### src/source/refill_pkg.sv
package refill_pkg;

    // basic widths on the AXI read side
    typedef logic [31:0] addr_t;
    typedef logic [31:0] word_t;
    typedef logic [3:0]  axi_id_t;

    // refill source doubles as the AXI id of its burst
    typedef enum logic [3:0] {
        SRC_ICACHE = 4'd0,
        SRC_DCACHE = 4'd1
    } src_e;

    typedef logic [1:0] resp_t;

    localparam resp_t RESP_OKAY   = 2'b00;
    localparam resp_t RESP_EXOKAY = 2'b01;
    localparam resp_t RESP_SLVERR = 2'b10;
    localparam resp_t RESP_DECERR = 2'b11;

    // cache side request, level plus line address
    typedef struct packed {
        logic  req;
        addr_t addr;
    } rd_req_t;

    // read address payload
    typedef struct packed {
        axi_id_t id;
        addr_t   addr;
    } ar_chan_t;

    // read data payload, one beat
    typedef struct packed {
        axi_id_t id;
        word_t   data;
        resp_t   resp;
        logic    last;
    } r_beat_t;

endpackage

### src/source/refill_arbiter.sv
`timescale 1ns/1ps

module refill_arbiter #(
    parameter int LINE_WORDS = 4 // burst length the slave has to honour
) (
    input  logic                 aclk,
    input  logic                 reset,

    input  refill_pkg::rd_req_t  icache_rd,
    input  refill_pkg::rd_req_t  dcache_rd,
    output logic                 icache_rd_rdy,
    output logic                 dcache_rd_rdy,

    output refill_pkg::ar_chan_t ar,
    output logic                 arvalid,
    input  logic                 arready,

    input  logic                 icache_done,
    input  logic                 dcache_done
);

    // bytes covered by one burst, used to force line alignment
    localparam int LINE_BYTES = LINE_WORDS * 4;

    localparam refill_pkg::addr_t LINE_MASK = ~refill_pkg::addr_t'(LINE_BYTES - 1);

    logic                 icache_busy; // refill outstanding per source
    logic                 dcache_busy;
    logic                 ar_full;
    refill_pkg::ar_chan_t ar_q;

    logic                 dcache_take;
    logic                 icache_take;

    // dcache first, a data miss stalls the whole pipe
    assign dcache_take = dcache_rd.req && !dcache_busy && !ar_full;
    assign icache_take = icache_rd.req && !icache_busy && !ar_full && !dcache_take;

    assign dcache_rd_rdy = dcache_take;
    assign icache_rd_rdy = icache_take;

    assign ar      = ar_q;
    assign arvalid = ar_full;

    // AR holding register, full until the slave takes it
    always_ff @(posedge aclk) begin
        if (reset) begin
            ar_full <= 1'b0;
        end else if (dcache_take || icache_take) begin
            ar_full <= 1'b1;
        end else if (ar_full && arready) begin
            ar_full <= 1'b0;
        end
    end

    always_ff @(posedge aclk) begin
        if (dcache_take) begin
            ar_q.id   <= refill_pkg::SRC_DCACHE;
            ar_q.addr <= dcache_rd.addr & LINE_MASK;
        end else if (icache_take) begin
            ar_q.id   <= refill_pkg::SRC_ICACHE;
            ar_q.addr <= icache_rd.addr & LINE_MASK;
        end
    end

    // one burst per source in flight
    always_ff @(posedge aclk) begin
        if (reset) begin
            dcache_busy <= 1'b0;
        end else if (dcache_take) begin
            dcache_busy <= 1'b1;
        end else if (dcache_done) begin
            dcache_busy <= 1'b0;
        end
    end

    always_ff @(posedge aclk) begin
        if (reset) begin
            icache_busy <= 1'b0;
        end else if (icache_take) begin
            icache_busy <= 1'b1;
        end else if (icache_done) begin
            icache_busy <= 1'b0;
        end
    end

endmodule

### src/source/beat_buffer.sv
`timescale 1ns/1ps

module beat_buffer #(
    parameter int LINE_WORDS = 4
) (
    input  logic                                aclk,
    input  logic                                reset,

    input  refill_pkg::r_beat_t                 r,
    input  logic                                rvalid,
    output logic                                rready,

    output logic                                line_valid,
    output refill_pkg::src_e                    line_src,
    output refill_pkg::word_t [LINE_WORDS-1:0]  line_data,
    output logic                                line_err
);

    localparam int CNT_W = (LINE_WORDS > 1) ? $clog2(LINE_WORDS) : 1;

    // one assembly slot per id with slot 1 for dcache
    refill_pkg::word_t words [2][LINE_WORDS];
    logic [CNT_W-1:0]  cnt [2];
    logic              err [2];

    logic              beat_fire;
    logic              slot;
    logic              beat_bad;

    assign beat_fire = rvalid && rready;
    assign slot      = (r.id == refill_pkg::SRC_DCACHE);
    assign beat_bad  = (r.resp != refill_pkg::RESP_OKAY);

    // each slot always has room so R is never stalled
    assign rready = !reset;

    always_ff @(posedge aclk) begin
        if (reset) begin
            cnt[0] <= '0;
            cnt[1] <= '0;
            err[0] <= 1'b0;
            err[1] <= 1'b0;
        end else if (beat_fire) begin
            if (r.last) begin // slot free for the next burst
                cnt[slot] <= '0;
                err[slot] <= 1'b0;
            end else begin
                cnt[slot] <= cnt[slot] + CNT_W'(1);
                err[slot] <= err[slot] | beat_bad; // sticky
            end
        end
    end

    always_ff @(posedge aclk) begin
        if (beat_fire && !r.last) begin
            words[slot][cnt[slot]] <= r.data;
        end
    end

    always_ff @(posedge aclk) begin
        if (reset) begin
            line_valid <= 1'b0;
        end else begin
            line_valid <= beat_fire && r.last;
        end
    end

    // last beat goes straight into the line register
    always_ff @(posedge aclk) begin
        if (beat_fire && r.last) begin
            line_src <= refill_pkg::src_e'(r.id);
            line_err <= err[slot] | beat_bad;
            for (int w = 0; w < LINE_WORDS; w++) begin
                line_data[w] <= (cnt[slot] == CNT_W'(w)) ? r.data : words[slot][w];
            end
        end
    end

endmodule

### src/source/refill_return.sv
`timescale 1ns/1ps

module refill_return #(
    parameter int LINE_WORDS = 4
) (
    input  logic                                aclk,
    input  logic                                reset,

    input  logic                                line_valid,
    input  refill_pkg::src_e                    line_src,
    input  refill_pkg::word_t [LINE_WORDS-1:0]  line_data,
    input  logic                                line_err,

    output logic                                icache_ret_valid,
    output refill_pkg::word_t [LINE_WORDS-1:0]  icache_ret_data,
    output logic                                icache_ret_err,
    output logic                                dcache_ret_valid,
    output refill_pkg::word_t [LINE_WORDS-1:0]  dcache_ret_data,
    output logic                                dcache_ret_err,

    output logic                                icache_done,
    output logic                                dcache_done
);

    logic to_icache;
    logic to_dcache;

    assign to_icache = line_valid && (line_src == refill_pkg::SRC_ICACHE);
    assign to_dcache = line_valid && (line_src == refill_pkg::SRC_DCACHE);

    always_ff @(posedge aclk) begin
        if (reset) begin
            icache_ret_valid <= 1'b0;
            dcache_ret_valid <= 1'b0;
            icache_ret_err   <= 1'b0;
            dcache_ret_err   <= 1'b0;
        end else begin
            icache_ret_valid <= to_icache; // one cycle strobe
            dcache_ret_valid <= to_dcache;
            if (to_icache) icache_ret_err <= line_err;
            if (to_dcache) dcache_ret_err <= line_err;
        end
    end

    // data held until the next return of that source
    always_ff @(posedge aclk) begin
        if (to_icache) begin
            icache_ret_data <= line_data;
        end
        if (to_dcache) begin
            dcache_ret_data <= line_data;
        end
    end

    // release the source in the return cycle
    assign icache_done = icache_ret_valid;
    assign dcache_done = dcache_ret_valid;

endmodule

### src/source/axi_refill_bridge.sv
`timescale 1ns/1ps

module axi_refill_bridge #(
    parameter int LINE_WORDS = 4 // 128 bit lines
) (
    input  logic                                aclk,
    input  logic                                reset,

    input  refill_pkg::rd_req_t                 icache_rd,
    input  refill_pkg::rd_req_t                 dcache_rd,
    output logic                                icache_rd_rdy,
    output logic                                dcache_rd_rdy,

    output refill_pkg::ar_chan_t                ar,
    output logic                                arvalid,
    input  logic                                arready,

    input  refill_pkg::r_beat_t                 r,
    input  logic                                rvalid,
    output logic                                rready,

    output logic                                icache_ret_valid,
    output refill_pkg::word_t [LINE_WORDS-1:0]  icache_ret_data,
    output logic                                icache_ret_err,
    output logic                                dcache_ret_valid,
    output refill_pkg::word_t [LINE_WORDS-1:0]  dcache_ret_data,
    output logic                                dcache_ret_err
);

    logic                               line_valid;
    refill_pkg::src_e                   line_src;
    refill_pkg::word_t [LINE_WORDS-1:0] line_data;
    logic                               line_err;
    logic                               icache_done; // outstanding release
    logic                               dcache_done;

    refill_arbiter #(
        .LINE_WORDS (LINE_WORDS)
    ) u_arbiter (
        .aclk          (aclk         ),
        .reset         (reset        ),
        .icache_rd     (icache_rd    ),
        .dcache_rd     (dcache_rd    ),
        .icache_rd_rdy (icache_rd_rdy),
        .dcache_rd_rdy (dcache_rd_rdy),
        .ar            (ar           ),
        .arvalid       (arvalid      ),
        .arready       (arready      ),
        .icache_done   (icache_done  ),
        .dcache_done   (dcache_done  )
    );

    beat_buffer #(
        .LINE_WORDS (LINE_WORDS)
    ) u_beat_buffer (
        .aclk       (aclk      ),
        .reset      (reset     ),
        .r          (r         ),
        .rvalid     (rvalid    ),
        .rready     (rready    ),
        .line_valid (line_valid),
        .line_src   (line_src  ),
        .line_data  (line_data ),
        .line_err   (line_err  )
    );

    refill_return #(
        .LINE_WORDS (LINE_WORDS)
    ) u_return (
        .aclk             (aclk            ),
        .reset            (reset           ),
        .line_valid       (line_valid      ),
        .line_src         (line_src        ),
        .line_data        (line_data       ),
        .line_err         (line_err        ),
        .icache_ret_valid (icache_ret_valid),
        .icache_ret_data  (icache_ret_data ),
        .icache_ret_err   (icache_ret_err  ),
        .dcache_ret_valid (dcache_ret_valid),
        .dcache_ret_data  (dcache_ret_data ),
        .dcache_ret_err   (dcache_ret_err  ),
        .icache_done      (icache_done     ),
        .dcache_done      (dcache_done     )
    );

endmodule

### config.mk
export PLATFORM = sky130hd
export DESIGN_NAME = axi_refill_bridge
export DESIGN_NICKNAME = d
export VERILOG_FILES = /design/src/source/refill_pkg.sv /design/src/source/refill_arbiter.sv /design/src/source/beat_buffer.sv /design/src/source/refill_return.sv /design/src/source/axi_refill_bridge.sv
export SDC_FILE = /design/constraint.sdc
export NUM_CORES = 1
export LEC_CHECK = 0
export ABC_CLOCK_PERIOD_IN_PS = 4600
export BUFFER_PORTS_ARGS = -buffer_cell sky130_fd_sc_hd__buf_2
export CAP_MARGIN = 5
export CORE_MARGIN = 2
export CORE_UTILIZATION = 40
export DETAILED_ROUTE_END_ITERATION = 6
export GPL_TIMING_DRIVEN = 0
export PLACE_DENSITY = 0.65
export SLEW_MARGIN = 5
export SYNTH_ARGS = -nofsm -noshare
export SYNTH_HDL_FRONTEND = slang
export SYNTH_SLANG_ARGS = --single-unit
### constraint.sdc
create_clock -name aclk -period 4.6 [get_ports aclk]
set_clock_uncertainty 0.2 [all_clocks]
set_input_delay 0.46 -clock aclk [delete_from_list [all_inputs] [get_ports aclk]]
set_output_delay 0.46 -clock aclk [all_outputs]
set_load 0.05 [all_outputs]
# After elaboration in Yosys (flattened, before gate mapping)
# Memory sizes are Yosys's and may differ from the RTL's.
# Cells that the tools add are included.
word_totals:
  regBits: 426
  ram_bits: 262
  input_bits: 109
  out_inout_bits: 300
  word_cells: 101
  n_memories: 3
classes:
  n_addsub: 1
  order_cmp: 2
  n_eq_ne: 5
  n_mux: 34
  n_bitwise: 4
  n_reduce_logical: 28
mem_list:
  columns: ["name", "depth", "word_bits", "read_ports", "rd_clocked_by_memory_dff", "wr", "line_no", "rtl"]
  rows:
  - ["u_beat_buffer.words", 2, 128, 1, 0, 1, "beat_buffer.sv:22", "refill_pkg::word_t words [2][LINE_WORDS];"]
  - ["u_beat_buffer.cnt", 2, 2, 1, 0, 2, "beat_buffer.sv:23", "logic [CNT_W-1:0] cnt [2];"]
  - ["u_beat_buffer.err", 2, 1, 1, 0, 2, "beat_buffer.sv:24", "logic err [2];"]
ops:
  columns: ["op", "count"]
  rows:
  - ["2-to-1 mux 32 bit", 7]
  - ["2-to-1 mux 128 bit", 1]
  - ["demux 32 bit (select 2 bit)", 1]
  - ["2-to-1 mux 1 bit", 23]
  - ["logical AND 1 bit", 12]
  - ["nonzero test 2 bit", 5]
  - ["== test 4 x 1 -> 1 bit, second input constant", 2]
  - ["logical NOT 1 bit", 6]
  - ["== test 2 bit, second input constant", 2]
  - ["logical NOT 4 bit", 1]
  - ["2-to-1 mux 2 bit", 2]
  - ["greater-or-equal comparator 3 bit, second input constant", 1]
  - ["< comparator 3 x 1 -> 1 bit, second input constant", 1]
  - ["inverter 2 -> 3 bit", 1]
  - ["OR 1 bit", 3]
  - ["adder 2 x 1 -> 2 bit, second input constant", 1]
  - ["== test 2 x 1 -> 1 bit, second input constant", 1]
  - ["logical NOT 2 bit", 1]
  - ["OR reduction 2 bit", 1]
  - ["logical OR 1 bit", 1]
  - ["OR reduction 1 bit", 1]

# Depth between registers and ports, before layout
logic_depth:
  word_depth: 8
  depth_mapped: 10

# By module
# Synthesis repeated with hierarchy kept, for this count alone.
hier_totals:
  cells_unflattened: 1174
  hier_area_um2: 24139.4
modules_own_cells:
  columns: ["module", "instances", "cells_each", "area_each_um2", "seq_area_each_um2"]
  rows:
  - ["beat_buffer", 1, 816, 14734.1, 11881.4]
  - ["refill_return", 1, 273, 7863.8, 7767.4]
  - ["refill_arbiter", 1, 85, 1541.5, 920.9]

# Least setup slack after synthesis
# No wires, ideal clock.
synth_timing:
  path_type: "input to register"
  start: "in reset"
  end: "reg u_beat_buffer.line_data[0] (netlist name) (enable)"
  arrival_ns: 3.926
  required_ns: 3.891
  slack_ns: -0.035
  path_stages: 2
  n_path_buf: 0
  path_cell_list: "clkinv_1 and3_1"
synth_between:
  elab_chain_cells: 3
synth_rtl:
  columns: ["item", "line_no", "rtl"]
  rows:
  - ["start, declared", "axi_refill_bridge.sv:7", "input logic reset,"]
  - ["logical NOT 1 bit", "beat_buffer.sv:35", "assign rready = !reset;"]
  - ["logical AND 1 bit", "beat_buffer.sv:30", "assign beat_fire = rvalid && rready;"]
  - ["logical AND 1 bit", "beat_buffer.sv:70", "if (beat_fire && r.last) begin"]
  - ["end signal, assigned by index", "beat_buffer.sv:74", "line_data[w] <= (cnt[slot] == CNT_W'(w)) ? r.data : words[slot][w];"]
  - ["end, declared", "beat_buffer.sv:15", "output refill_pkg::word_t [LINE_WORDS-1:0] line_data,"]
# No other way between the ends.
# A chain may end at the register's enable or synchronous reset.

# Final worst setup path
layout_timing:
  start: "in r[37] (netlist name)"
  end: "mem u_beat_buffer.words[1][62] (netlist name) (enable)"
layout_between:
  elab_chain_cells: 8
  elab_cells_between_ends: 9
layout_rtl:
  columns: ["item", "line_no", "rtl"]
  rows:
  - ["start, declared", "axi_refill_bridge.sv:18", "input refill_pkg::r_beat_t r,"]
  - ["== test 4 x 1 -> 1 bit (*)", "beat_buffer.sv:31", "assign slot = (r.id == refill_pkg::SRC_DCACHE);"]
  - ["memory read (2 x 2 bit)", null, null]
  - ["inverter 2 -> 3 bit (implied by the code)", "beat_buffer.sv:56", "words[slot][cnt[slot]] <= r.data;"]
  - ["greater-or-equal comparator 3 bit (implied by the code) / < comparator 3 x 1 -> 1 bit (equally long branches)", "beat_buffer.sv:56", null]
  - ["logical AND 1 bit (implied by the code)", "beat_buffer.sv:56", null]
  - ["2-to-1 mux 32 bit (implied by the code)", "beat_buffer.sv:56", null]
  - ["demux 32 bit (select 2 bit)", "beat_buffer.sv:56", null]
  - ["2-to-1 mux 128 bit (implied by the code)", "beat_buffer.sv:56", null]
  - ["end, declared", "beat_buffer.sv:22", null]
# Mark *: on every way between the ends. The rest lies on a longest branch, timed or not.

==> run summary <==
The run finished, with violations left. The final reports fail on design-rule violations. The vertical die dimension came out at 248.6 um. The number of global-route vias before repair is 13370. The number of distinct library cells after synthesis is 35. The routed length per instance is 21.56 um. The post-CTS clock slew at the launch and capture registers of the worst setup and hold paths is 0.06 ns. The peak fanout along the critical path is 18. The CTS H-tree depth came out at 3. The final critical path time including I/O delays and setup came out at 4.151 ns.

The number of iterations in the first detailed-routing pass is 7. The critical path in this run is classified as primary input to flip-flop. The synthesized-area fraction occupied by ao, oa, aoi and oai cells came to 0.04449. The slew at the pin closest to its max-slew limit came out at 1.187 ns. Of the total synthesized cell area, the portion taken by XOR and XNOR cells is 0.

The layout-stage area growth over the synthesis result is 27.61%. The data required time at the worst endpoint came out at 4.69 ns. CTS placed an instance of sky130_fd_sc_hd__clkbuf_16 at the clock tree root. The final hold violation count is 0.

The synthesis-stage register bit count is 688. Entering global routing, the biggest net connects 81 pins. The worst hold margin is 0.04582 ns.

The final critical-path share of the clock period came out at 0.9025. The simple-gate share of the synthesized area came out at 0.03973. The fraction of post-synthesis cell area in the top cell type by area is 0.8519. The count of cells in the finished layout, fillers not included, comes to 2591. Measured on the finished design, the core utilization comes to 0.5165. The worst max-slew margin expressed relative to the limit came out at 0.2065. Detailed placement ended at an HPWL of 36640 um. The first global-routing pass estimated 82760 um of wire.

Summed over all instances, the cell type with the most area after synthesis is sky130_fd_sc_hd__edfxtp_1. In this run the tool buffered the top-level ports with 393 buffer cells. The worst-case reg-to-reg path depth is 8. The number of sinks on the clock net is 688. The placer's final routability congestion estimate is 0.8249. For this run, the post-layout net count is 1873. Along the worst hold path, the cell count comes to 1.

The total number of placement rows is 89. The max-slew violation count was 0. Setup repair after global routing left no endpoint under its margin. The total core area came out at 59130 um2.

The detailed router finished its first iteration with 1076 violations. The synthesized area per cell is 20.42 um2. The leakage power summed over all cells came out at 10.59 nW.

The total global-route track usage came out at 0.1793. The cell count after synthesis came out at 1172. The aggregate negative setup slack came out at 0 ns.

The destination of the worst register-to-register timing path is u_beat_buffer.words[1][62]. The ratio of routed vias to standard cells is 4.992. The count of maximum capacitance violations is 0.

After synthesis, the cell types taking the most area are sky130_fd_sc_hd__edfxtp_1 85%, sky130_fd_sc_hd__mux2i_1 2.8%, sky130_fd_sc_hd__or3_1 1.7%. After synthesis, the largest family of logic cells by area is compound AO/OA/AOI/OAI gates. The overall die area is 61800 um2.

The remaining antenna violation count came out at 0. STA classifies the critical path endpoint as a flip-flop. The synthesized cell area is 23930 um2. Wires add up to 55870 um. The ratio of total power to cell area is 438.9 nW/um2. The routed layout has 12930 vias. In this run the most critical hold path is launched from r[12]. For hold timing, the worst endpoint is u_beat_buffer.words[0][9]. The clock tree from TritonCTS is yes.

The classification of the worst-slack hold path is primary input to flip-flop. The worst path arrival time came out at 4.24 ns. The clock passes through at most 3 buffers. The remaining global-route overflow came out at 0.

The share of final-layout standard cells stronger than drive strength 1 came out at 0.3343. Post-CTS repair changed the size of 0 cells. The Yosys step of the flow raised 0 warnings. The placed cell count came out at 2362. Of the total synthesized cell area, the portion taken by full adders, half adders and majority gates is 0.001046. In this run the critical register-to-register path is launched from u_beat_buffer.cnt[0][0]. Setup violations remaining at the end of the flow were counted as 0.

The initial antenna violation count came out at 0. The critical path starts at r[37]. The setup check on the worst reg-to-reg path leaves a slack of 0.93 ns.

The remaining routing DRC violations is 64. After synthesis, the share of cell area in mux cells is 0.04235. The initial standard-cell utilization of the core came out at 0.4047.

At the later pin of the worst-skew pair, clock insertion delay measures 0.60 ns. The maximum clock rate came out at 240.9 MHz. For this run, the register share of the synthesized area comes to 0.8595.

The top-level port count is 409. The die outline width is 248.6 um. The worst vdd rail ir drop came out at 0.0002865 V. The worst setup path is launched from a primary input.

The number of clock buffers inserted by TritonCTS came out at 71.
[critical path: stages]
cell                       delay, ns
sky130_fd_sc_hd__buf_2          0.13
sky130_fd_sc_hd__nor4b_4        0.27
sky130_fd_sc_hd__buf_4          0.18
sky130_fd_sc_hd__buf_4          0.25
sky130_fd_sc_hd__buf_2          0.34
sky130_fd_sc_hd__nand2_1        0.11
sky130_fd_sc_hd__nand2_1        0.07
sky130_fd_sc_hd__ha_1           0.16
sky130_fd_sc_hd__clkbuf_1       0.45
sky130_fd_sc_hd__clkbuf_1       0.67
sky130_fd_sc_hd__inv_1          0.25
sky130_fd_sc_hd__nor2_4         0.62
sky130_fd_sc_hd__buf_16         0.25
[worst max path at each step]
stage,cells after the start,end
4_1_cts,13,u_beat_buffer.words[0][58]
6_report,13,u_beat_buffer.words[1][62]
3_5_place_dp,12,u_beat_buffer.words[0][50]
5_1_grt,13,u_beat_buffer.words[1][60]
2_1_floorplan,2,u_return.dcache_ret_data[0]
3_3_place_gp,6,u_beat_buffer.words[1][115]
[routing by layer]
metal	global-route usage	part of all wire	vias to the layer above
met5	0	0	-
met4	0.06009	0.022	0
met3	0.04072	0.058	88
met2	0.2949	0.49	440
met1	0.2367	0.43	6558
li1	-	-	5848
[flip-flops by register name, summed over array words and instances (netlist names), 2 cells and up]
signal and flops:
u_beat_buffer.line_data 128, u_beat_buffer.cnt 4, u_beat_buffer.err 2, u_return.dcache_ret_data 128, u_beat_buffer.words 256, u_arbiter.ar 29, u_return.icache_ret_data 128, u_beat_buffer.line_src 4
[cells in the mapped netlist (all sizes together)]
cell type and number:
edfxtp 679, nand2 88, mux2i 67, o21ai 65, o221a 64, or3 64, clkbuf 35, mux2 29
buf 22, nor2 18, dfxtp 9, and2 4, inv 4, nor3 4, and3 3, nand2b 3
ha 2, nor4b 2, a21oi 1, a31oi 1, clkinv 1, conb 1, nand3 1, nor2b 1
nor3b 1, o21a 1, or3b 1, or4b 1
[per-stage QoR]
stage	instance area, um2	power (mW)	setup slack, ns
finish	30540	13.40	0.4487
global route	30540	13.85	0.2208
CTS	30540	13.55	0.4061
detailed placement	27290	7.896	-0.8807
global placement	26890	7.873	-3.118
floorplan	23960	7.611	0.1293
[where the power goes]
part           leakage (nW)  internal, mW  switching [mW]
Clock                  1.09          3.26            2.29
Combinational          3.26         0.277           0.516
Sequential             6.24          7.01          0.0442
Total                  10.6          10.5            2.86
[logic make-up after synthesis]
family                     count (synthesis)
adders and majority gates                  2
muxes                                     96
buffers and inverters                     62
DFF                                      688
AOI/OAI and AO/OA                        132
and+or+nand+nor                          191
other                                      1
[placed cells by master (no fill, tap or decap), drive strengths merged]
cell type / netlist / layout
nor4b: 2 / 2
inv: 4 / 9
dfxtp: 9 / 9
mux2i: 67 / 67
dlygate4sd3: 0 / 98
or4b: 1 / 1
ha: 2 / 2
bufinv: 0 / 5
nand2: 88 / 88
nor3: 4 / 4
clkinvlp: 0 / 2
or3b: 1 / 1
a21oi: 1 / 1
diode: 0 / 2
and3: 3 / 3
conb: 1 / 7
or3: 64 / 64
clkinv: 1 / 25
buf: 22 / 435
edfxtp: 679 / 679
clkbuf: 35 / 126
nor2b: 1 / 1
nand2b: 3 / 3
a31oi: 1 / 1
nor3b: 1 / 1
o21a: 1 / 1
mux2: 29 / 29
nand3: 1 / 1
and2: 4 / 4
nor2: 18 / 18
o221a: 64 / 64
o21ai: 65 / 65
[what timing repair did]
action	CTS	global route
hold buffers	98	0
setup buffers	2	0
endpoints found under the hold margin	238	0
endpoints found under the setup margin	106	0
[layout make-up]
cell class / instances / area, um2
antenna: 2 / 5.005
sequential: 688 / 20570
buffer: 57 / 286.5
timing repair buffer: 511 / 3299
clock inverter: 36 / 309.0
clock buffer: 91 / 1937
tap: 773 / 967.2
multi-input combinational: 428 / 3143
inverter: 5 / 23.77
fill: 4723 / 28590
(Power assumes the default switching activity.)
